<file path="config.mk">
export PLATFORM = sky130hd
export DESIGN_NAME = decode_top
export DESIGN_NICKNAME = d
export VERILOG_FILES = /design/src/hw/rv_decode_pkg.sv /design/src/hw/decode_top.sv /design/src/hw/imm_gen.sv /design/src/hw/id_control.sv /design/src/hw/decode_fsm.sv /design/src/hw/credit_counter.sv /design/src/hw/inst_queue.sv
export SDC_FILE = /design/constraint.sdc
export NUM_CORES = 1
export LEC_CHECK = 0
export BUFFER_PORTS_ARGS = -buffer_cell sky130_fd_sc_hd__buf_2
export CAP_MARGIN = 30
export CORE_UTILIZATION = 50
export DETAILED_ROUTE_END_ITERATION = 16
export PLACE_DENSITY = 0.73
export SLEW_MARGIN = 30
export SYNTH_ARGS = -nofsm -noshare
export SYNTH_HDL_FRONTEND = slang
export SYNTH_SLANG_ARGS = --single-unit
</file>
<file path="constraint.sdc">
create_clock -name clk -period 10.1 [get_ports clk]
set_input_delay 2.02 -clock clk [delete_from_list [all_inputs] [get_ports clk]]
set_output_delay 2.02 -clock clk [all_outputs]
set_load 0.02 [all_outputs]
</file>
<file path="src/hw/rv_decode_pkg.sv">
package rv_decode_pkg;

    typedef logic [31:0] inst_t;
    typedef logic [31:0] imm_t;
    typedef logic [4:0]  reg_idx_t;
    typedef logic [4:0]  opcode5_t;
    typedef logic [2:0]  funct3_t;
    typedef logic [2:0]  imm_sel_t;
    typedef logic [1:0]  tgt_sel_t;

    // Major opcodes, bits 6 to 2 of the instruction
    localparam opcode5_t OPC_ARI_RTYPE_5 = 5'b01100;
    localparam opcode5_t OPC_ARI_ITYPE_5 = 5'b00100;
    localparam opcode5_t OPC_LOAD_5      = 5'b00000;
    localparam opcode5_t OPC_STORE_5     = 5'b01000;
    localparam opcode5_t OPC_BRANCH_5    = 5'b11000;
    localparam opcode5_t OPC_JAL_5       = 5'b11011;
    localparam opcode5_t OPC_JALR_5      = 5'b11001;
    localparam opcode5_t OPC_LUI_5       = 5'b01101;
    localparam opcode5_t OPC_AUIPC_5     = 5'b00101;

    // Load widths
    localparam funct3_t FNC_LB  = 3'b000;
    localparam funct3_t FNC_LH  = 3'b001;
    localparam funct3_t FNC_LW  = 3'b010;
    localparam funct3_t FNC_LBU = 3'b100;
    localparam funct3_t FNC_LHU = 3'b101;

    // Store widths
    localparam funct3_t FNC_SB = 3'b000;
    localparam funct3_t FNC_SH = 3'b001;
    localparam funct3_t FNC_SW = 3'b010;

    // Branch conditions
    localparam funct3_t FNC_BEQ  = 3'b000;
    localparam funct3_t FNC_BNE  = 3'b001;
    localparam funct3_t FNC_BLT  = 3'b100;
    localparam funct3_t FNC_BGE  = 3'b101;
    localparam funct3_t FNC_BLTU = 3'b110;
    localparam funct3_t FNC_BGEU = 3'b111;

    // Immediate formats, NONE gives a zero immediate
    localparam imm_sel_t IMM_NONE = 3'd0;
    localparam imm_sel_t IMM_I    = 3'd1;
    localparam imm_sel_t IMM_S    = 3'd2;
    localparam imm_sel_t IMM_B    = 3'd3;
    localparam imm_sel_t IMM_U    = 3'd4;
    localparam imm_sel_t IMM_J    = 3'd5;

    // Next-PC source
    localparam tgt_sel_t TGT_PC4    = 2'd0;
    localparam tgt_sel_t TGT_BRANCH = 2'd1;
    localparam tgt_sel_t TGT_JAL    = 2'd2;
    localparam tgt_sel_t TGT_JALR   = 2'd3;

    typedef enum logic [1:0] {
        ST_RUN,
        ST_HOLD,
        ST_DRAIN
    } decode_state_t;

endpackage
</file>
<file path="src/hw/decode_top.sv">
`timescale 1ns/100ps

module decode_top #(
    parameter int QUEUE_DEPTH = 4,
    parameter int OUT_CREDITS = 2
) (
    input  logic                    clk,
    input  logic                    reset,
    input  logic                    in_valid,
    input  rv_decode_pkg::inst_t    in_inst,
    output logic                    in_credit,
    input  rv_decode_pkg::inst_t    ex_inst,
    input  logic                    stall,
    input  logic                    flush,
    input  logic                    out_credit,
    output logic                    out_valid,
    output rv_decode_pkg::inst_t    out_inst,
    output rv_decode_pkg::imm_t     out_imm,
    output rv_decode_pkg::imm_sel_t out_imm_sel,
    output rv_decode_pkg::tgt_sel_t out_target_gen_sel,
    output logic                    out_fwd_rs1
);
    import rv_decode_pkg::*;

    inst_t    head_inst;
    logic     empty;
    logic     has_credit;
    logic     pop_issue;
    logic     pop_drain;
    logic     pop_any;
    imm_sel_t imm_sel;
    tgt_sel_t target_gen_sel;
    logic     fwd_rs1;

    // Issue and drain both free a queue entry
    assign pop_any = pop_issue | pop_drain;

    inst_queue #(
        .QUEUE_DEPTH(QUEUE_DEPTH)
    ) u_queue (
        .clk      (clk),
        .reset    (reset),
        .wr_en    (in_valid),
        .wr_inst  (in_inst),
        .pop      (pop_any),
        .head_inst(head_inst),
        .empty    (empty)
    );

    credit_counter #(
        .OUT_CREDITS(OUT_CREDITS)
    ) u_credits (
        .clk       (clk),
        .reset     (reset),
        .spend     (pop_issue),
        .refund    (out_credit),
        .freed     (pop_any),
        .has_credit(has_credit),
        .in_credit (in_credit)
    );

    decode_fsm u_fsm (
        .clk       (clk),
        .reset     (reset),
        .stall     (stall),
        .flush     (flush),
        .empty     (empty),
        .has_credit(has_credit),
        .in_valid  (in_valid),
        .pop_issue (pop_issue),
        .pop_drain (pop_drain)
    );

    id_control u_ctrl (
        .inst          (head_inst),
        .ex_inst       (ex_inst),
        .imm_sel       (imm_sel),
        .target_gen_sel(target_gen_sel),
        .fwd_rs1       (fwd_rs1)
    );

    imm_gen u_imm (
        .clk               (clk),
        .reset             (reset),
        .issue             (pop_issue),
        .inst              (head_inst),
        .imm_sel           (imm_sel),
        .target_gen_sel    (target_gen_sel),
        .fwd_rs1           (fwd_rs1),
        .out_valid         (out_valid),
        .out_inst          (out_inst),
        .out_imm           (out_imm),
        .out_imm_sel       (out_imm_sel),
        .out_target_gen_sel(out_target_gen_sel),
        .out_fwd_rs1       (out_fwd_rs1)
    );

endmodule

</file>
<file path="src/hw/imm_gen.sv">
`timescale 1ns/100ps

module imm_gen (
    input  logic                    clk,
    input  logic                    reset,
    input  logic                    issue,
    input  rv_decode_pkg::inst_t    inst,
    input  rv_decode_pkg::imm_sel_t imm_sel,
    input  rv_decode_pkg::tgt_sel_t target_gen_sel,
    input  logic                    fwd_rs1,
    output logic                    out_valid,
    output rv_decode_pkg::inst_t    out_inst,
    output rv_decode_pkg::imm_t     out_imm,
    output rv_decode_pkg::imm_sel_t out_imm_sel,
    output rv_decode_pkg::tgt_sel_t out_target_gen_sel,
    output logic                    out_fwd_rs1
);
    import rv_decode_pkg::*;

    imm_t imm;

    always_comb begin
        case (imm_sel)
            IMM_I:   imm = {{20{inst[31]}}, inst[31:20]};
            IMM_S:   imm = {{20{inst[31]}}, inst[31:25], inst[11:7]};
            IMM_B:   imm = {{19{inst[31]}}, inst[31], inst[7], inst[30:25], inst[11:8], 1'b0};
            IMM_U:   imm = {inst[31:12], 12'b0};
            IMM_J:   imm = {{11{inst[31]}}, inst[31], inst[19:12], inst[20], inst[30:21], 1'b0};
            default: imm = '0;
        endcase
    end

    always_ff @(posedge clk) begin
        if (reset) begin
            out_valid <= 1'b0;
        end else begin
            out_valid <= issue;
        end
    end

    always_ff @(posedge clk) begin
        if (issue) begin
            out_inst           <= inst;
            out_imm            <= imm;
            out_imm_sel        <= imm_sel;
            out_target_gen_sel <= target_gen_sel;
            out_fwd_rs1        <= fwd_rs1;
        end
    end

endmodule

</file>
<file path="src/hw/id_control.sv">
`timescale 1ns/100ps

module id_control (
    input  rv_decode_pkg::inst_t    inst,
    input  rv_decode_pkg::inst_t    ex_inst,
    output rv_decode_pkg::imm_sel_t imm_sel,
    output rv_decode_pkg::tgt_sel_t target_gen_sel,
    output logic                    fwd_rs1
);
    import rv_decode_pkg::*;

    opcode5_t opcode5;
    funct3_t  funct3;
    reg_idx_t rs1;
    opcode5_t ex_opcode5;
    reg_idx_t ex_rd;
    logic     reads_rs1;
    logic     ex_writes_rd;

    assign opcode5    = inst[6:2];
    assign funct3     = inst[14:12];
    assign rs1        = inst[19:15];
    assign ex_opcode5 = ex_inst[6:2];
    assign ex_rd      = ex_inst[11:7];

    // Immediate format per opcode, unknown funct3 falls back to none
    always_comb begin
        imm_sel = IMM_NONE;
        case (opcode5)
            OPC_ARI_ITYPE_5: imm_sel = IMM_I;
            OPC_JALR_5:      imm_sel = IMM_I;
            OPC_LOAD_5: begin
                case (funct3)
                    FNC_LB, FNC_LH, FNC_LW, FNC_LBU, FNC_LHU: imm_sel = IMM_I;
                    default: imm_sel = IMM_NONE;
                endcase
            end
            OPC_STORE_5: begin
                case (funct3)
                    FNC_SB, FNC_SH, FNC_SW: imm_sel = IMM_S;
                    default: imm_sel = IMM_NONE;
                endcase
            end
            OPC_BRANCH_5: begin
                case (funct3)
                    FNC_BEQ, FNC_BNE, FNC_BLT, FNC_BGE, FNC_BLTU, FNC_BGEU: imm_sel = IMM_B;
                    default: imm_sel = IMM_NONE;
                endcase
            end
            OPC_JAL_5:   imm_sel = IMM_J;
            OPC_LUI_5:   imm_sel = IMM_U;
            OPC_AUIPC_5: imm_sel = IMM_U;
            default:     imm_sel = IMM_NONE;
        endcase
    end

    always_comb begin
        case (opcode5)
            OPC_BRANCH_5: target_gen_sel = TGT_BRANCH;
            OPC_JAL_5:    target_gen_sel = TGT_JAL;
            OPC_JALR_5:   target_gen_sel = TGT_JALR;
            default:      target_gen_sel = TGT_PC4;
        endcase
    end

    always_comb begin
        case (opcode5)
            OPC_ARI_RTYPE_5, OPC_ARI_ITYPE_5, OPC_LOAD_5,
            OPC_STORE_5, OPC_BRANCH_5, OPC_JALR_5: reads_rs1 = 1'b1;
            default: reads_rs1 = 1'b0;
        endcase
    end

    always_comb begin
        case (ex_opcode5)
            OPC_ARI_RTYPE_5, OPC_ARI_ITYPE_5, OPC_LOAD_5, OPC_JAL_5,
            OPC_JALR_5, OPC_LUI_5, OPC_AUIPC_5: ex_writes_rd = 1'b1;
            default: ex_writes_rd = 1'b0;
        endcase
    end

    // x0 never forwards
    assign fwd_rs1 = reads_rs1 && (rs1 != '0) && ex_writes_rd && (ex_rd == rs1);

endmodule

</file>
<file path="src/hw/decode_fsm.sv">
`timescale 1ns/100ps

module decode_fsm (
    input  logic clk,
    input  logic reset,
    input  logic stall,
    input  logic flush,
    input  logic empty,
    input  logic has_credit,
    input  logic in_valid,
    output logic pop_issue,
    output logic pop_drain
);
    import rv_decode_pkg::*;

    decode_state_t state;
    decode_state_t state_next;

    always_ff @(posedge clk) begin
        if (reset) begin
            state <= ST_RUN;
        end else begin
            state <= state_next;
        end
    end

    always_comb begin
        state_next = state;
        pop_issue  = 1'b0;
        pop_drain  = 1'b0;
        case (state)
            ST_RUN: begin
                if (flush) begin
                    state_next = ST_DRAIN;
                end else if (stall || (!empty && !has_credit)) begin
                    state_next = ST_HOLD;
                end else if (!empty) begin
                    pop_issue = 1'b1;
                end
            end
            ST_HOLD: begin
                // Resume one cycle after the blocking condition clears
                if (flush) begin
                    state_next = ST_DRAIN;
                end else if (!stall && has_credit) begin
                    state_next = ST_RUN;
                end
            end
            ST_DRAIN: begin
                pop_drain = !empty;
                // Late writes from fetch are drained too
                if (!flush && empty && !in_valid) begin
                    state_next = ST_RUN;
                end
            end
            default: begin
                state_next = ST_RUN;
            end
        endcase
    end

    assert property (@(posedge clk) disable iff (reset) $onehot0({pop_issue, pop_drain}))
        else $error("decode_fsm: issue and drain in the same cycle");

endmodule

</file>
<file path="src/hw/credit_counter.sv">
`timescale 1ns/100ps

module credit_counter #(
    parameter int OUT_CREDITS = 2
) (
    input  logic clk,
    input  logic reset,
    input  logic spend,
    input  logic refund,
    input  logic freed,
    output logic has_credit,
    output logic in_credit
);

    localparam int CNT_W = $clog2(OUT_CREDITS + 1);

    logic [CNT_W-1:0] count;

    assign has_credit = (count != '0);

    // Downstream credits on hand
    always_ff @(posedge clk) begin
        if (reset) begin
            count <= CNT_W'(OUT_CREDITS);
        end else begin
            case ({refund, spend})
                2'b10:   count <= count + 1'b1;
                2'b01:   count <= count - 1'b1;
                default: count <= count;
            endcase
        end
    end

    // One credit back to fetch per freed entry
    always_ff @(posedge clk) begin
        if (reset) begin
            in_credit <= 1'b0;
        end else begin
            in_credit <= freed;
        end
    end

    // Execute never returns more than it was given
    assert property (@(posedge clk) disable iff (reset)
        !(refund && !spend && count == CNT_W'(OUT_CREDITS)))
        else $error("credit_counter: credit overflow");

    assert property (@(posedge clk) disable iff (reset) !(spend && count == '0))
        else $error("credit_counter: credit underflow");

endmodule

</file>
<file path="src/hw/inst_queue.sv">
`timescale 1ns/100ps

module inst_queue #(
    parameter int QUEUE_DEPTH = 4
) (
    input  logic                 clk,
    input  logic                 reset,
    input  logic                 wr_en,
    input  rv_decode_pkg::inst_t wr_inst,
    input  logic                 pop,
    output rv_decode_pkg::inst_t head_inst,
    output logic                 empty
);
    import rv_decode_pkg::*;

    localparam int PTR_W = (QUEUE_DEPTH > 1) ? $clog2(QUEUE_DEPTH) : 1;
    localparam int CNT_W = $clog2(QUEUE_DEPTH + 1);

    inst_t            mem [QUEUE_DEPTH];
    logic [PTR_W-1:0] wr_ptr;
    logic [PTR_W-1:0] rd_ptr;
    logic [CNT_W-1:0] count;
    logic             full;

    // Wrap at the depth, which need not be a power of two
    function automatic logic [PTR_W-1:0] ptr_inc(input logic [PTR_W-1:0] ptr);
        return (ptr == PTR_W'(QUEUE_DEPTH - 1)) ? '0 : ptr + 1'b1;
    endfunction

    assign empty     = (count == '0);
    assign full      = (count == CNT_W'(QUEUE_DEPTH));
    assign head_inst = mem[rd_ptr];

    always_ff @(posedge clk) begin
        if (wr_en) begin
            mem[wr_ptr] <= wr_inst;
        end
    end

    always_ff @(posedge clk) begin
        if (reset) begin
            wr_ptr <= '0;
            rd_ptr <= '0;
            count  <= '0;
        end else begin
            if (wr_en) begin
                wr_ptr <= ptr_inc(wr_ptr);
            end
            if (pop) begin
                rd_ptr <= ptr_inc(rd_ptr);
            end
            case ({wr_en, pop})
                2'b10:   count <= count + 1'b1;
                2'b01:   count <= count - 1'b1;
                default: count <= count;
            endcase
        end
    end

    // Fetch only writes while it holds a credit
    assert property (@(posedge clk) disable iff (reset) !(wr_en && full))
        else $error("inst_queue: write while full");

    assert property (@(posedge clk) disable iff (reset) !(pop && empty))
        else $error("inst_queue: pop while empty");

endmodule

</file>
==> impl_metrics.json <==
{
  "seqPwrFrac": 0.486,
  "ant_nets": 0,
  "io_buffers": 119,
  "yosys.area.top_type": "edfxtp_1",
  "routedWlPerCell_um": 19.0,
  "grt_util_met1": 0.233,
  "cp.arrival_ps": 4240,
  "yosys_warnings": 0,
  "cts_hold_buf": 0,
  "clock_latency_ps": 490,
  "cp-start-kind": "primary input",
  "grt_max_degree": 73,
  "crit_path_end_kind": "flip-flop",
  "dieArea_sq_um": 16700,
  "drive_gt1_frac": 0.363,
  "drtPass1Iterations": 4,
  "start_util": 0.510,
  "grt-ovfl-total": 0,
  "postSynth.asyncResetShare": 0,
  "drt_iter0_drc": 316,
  "fp.coreArea_sq_um": 15800,
  "numCtsBuffers": 21,
  "fmax_mhz": 258,
  "p_comb_frac": 0.186,
  "min_path_cells": 1,
  "track_usage": 0.179,
  "drv_slew": 0,
  "grt_pass1_vias": 4174,
  "p_clk_frac": 0.328,
  "worst_clock_skew_ps": 13.6,
  "relSlewSlack": 0.350,
  "synthFlopType": "edfxtp_1",
  "utilization": 0.603,
  "power.leakage_nw": 3.51,
  "fin_tns_setup_ps": 0,
  "clockBufferDepth": 3,
  "slowest_stage": "and2_4",
  "viasPerCell": 5.35,
  "pre_cts_slack_ps": 5650,
  "final.period_utilization": 0.384,
  "syn_nets": 476,
  "p_sw_frac": 0.262,
  "hpwlAfterDp_mm": 8.97,
  "drc_errors": 0,
  "cts_resized": 0,
  "slowest_delay_ps": 770,
  "clock-root-buffer": "clkbuf_16",
  "status": "finished, final reports clean",
  "num_rows": 46,
  "p_int_mw": 1.66,
  "crit_type": "in -> reg",
  "clock-sinks": 213,
  "reg2reg_depth": 6,
  "grtUsageMet2": 0.301,
  "synth_top_area_frac": 0.736,
  "synthCells": 398,
  "setup_viol": 0,
  "die_w_um": 129,
  "clk_pin_slew_ps": 60,
  "hold_class": "reg -> reg",
  "cp_cell_sequence": "buf_2 -> nor4_1 -> and2_4 -> ha_1 -> o21ai_0 -> or3b_2",
  "htreeDepth": 1,
  "rsz0062_at_grt": "no",
  "p_total_mw": 2.24,
  "maxCapViolations": 0,
  "power_switching_mw": 0.587,
  "tightest_slew_ps": 975,
  "grt_pass1_wl_mm": 22.2,
  "synth_edf_count": 198,
  "power-per-cell-area_nw_per_um2": 235,
  "area_growth_pct": 18.2,
  "post-cts-setup-buffer-count": 0,
  "synth_area_leaders": "edfxtp_1 (74%), mux4_2 (7.5%), dfxtp_1 (3.7%)",
  "hold_violations": 0,
  "die_y_um": 129,
  "wirelength_mm": 14.5,
  "synth_seq_area_share": 0.773,
  "synth_cell_types": 44,
  "finalNetCount": 608,
  "crit_required_ps": 10460,
  "avgSynthCellArea_sq_um": 20.3,
  "ir_drop_mv": 0.156,
  "synth_area_sq_um": 8080,
  "ys_ff_latch": 213,
  "period_needed_ps": 3880,
  "routed-via-count": 4069,
  "place_congestion": 0.781,
  "grtUsageMet3": 0.0417,
  "grt_antenna_before_repair": 1,
  "fin_ws_ps": 6220,
  "grt-busiest-layer": "met2",
  "cts_tree": "built",
  "io_pins": 142,
  "worstPathMaxFanout": 72
}
## power groups by stage
| stage | sequential [mW] | combinational [mW] | clock, mW |
|---|---|---|---|
| 6_report | 1.09 | 0.417 | 0.736 |
| 5_1_grt | 1.10 | 0.457 | 0.786 |
| 4_1_cts | 1.09 | 0.423 | 0.747 |
| 3_5_place_dp | 1.11 | 0.421 | 0 |
| 3_3_place_gp | 1.11 | 0.402 | 0 |
| 2_1_floorplan | 1.14 | 0.278 | 0 |
## critical path: cells and delay by family
kind	cells	cell delay, ps
and+or+nand+nor	3	1480
AOI/OAI and AO/OA	1	180
buffers and inverters	1	120
adders and majority gates	1	420
## worst paths after layout
path	startpoint	to	slack, ps
setup / recovery	flush	u_credits.count[1]	6220
hold / removal	u_fsm.state[0]	u_fsm.state[1]	480
setup reg to reg	flip-flop	u_imm.out_imm[11]	6810
hold reg to reg	u_fsm.state[0]	u_fsm.state[1]	480
## flip-flops by register name (all words and copies together), names as in the netlist, 3 cells and up, named ones only
register           flops
u_imm.out_inst        32
u_queue.mem          128
u_imm.out_imm_sel      3
u_imm.out_imm         32
u_queue.count          3
## synth_stat cells (all sizes together), types with 5 or more instances
cell	number
edfxtp	198
mux4	32
a21o	19
nor2	18
dfxtp	15
inv	13
and2	11
buf	10
a21oi	7
ha	7
a22o	6
nand2	6
nand3	5
nor3	5
o21ai	5
## stage by stage
step	instance area, sq um	cells	hold slack, ps
after detailed placement	8880	723	456
final	9540	760	476
after CTS	9540	759	472
after floorplan	8080	398	428
after global placement	8870	722	437
after global routing	9540	759	498
## cell usage in the layout, fill, tap and decap left out, types with 6 or more instances in the layout
cell         n
a22o_1       6
nand2_1      6
clkbuf_16   23
edfxtp_1   198
and2_1       6
mux4_2      27
nor2_1      18
ha_1         7
buf_2      119
dfxtp_1     13
a21o_1      19
a21oi_1      7
inv_1       12
## layout make-up
class / count / area (sq um)
multi-input combinational: 160 / 1700
timing repair buffer: 121 / 611
clock inverter: 8 / 45.0
sequential: 213 / 6250
fill: 1159 / 6290
antenna: 1 / 2.50
inverter: 13 / 48.8
clock buffer: 28 / 614
tap: 216 / 270
## routing by layer
metal	share of wire	vias up
met2	0.50	105
met3	0.064	17
li1	-	1862
met4	0.015	0
met5	0	-
met1	0.42	2085
## kinds of logic (layout without fill, tap and decap cells)
kind of cell             count (synthesis)  count (layout)  share of synthesized area
flip-flops                             213             213                      0.773
multiplexers                            34              34                     0.0941
XOR/XNOR                                 8               8                    0.00868
other                                    0               1                          0
buffers and inverters                   25             170                     0.0167
adder cells (fa/ha/maj)                  8               8                     0.0133
AND/OR/NAND/NOR                         64              64                     0.0462
AO/OA/AOI/OAI                           46              46                     0.0476
(Power assumes the default switching activity.)
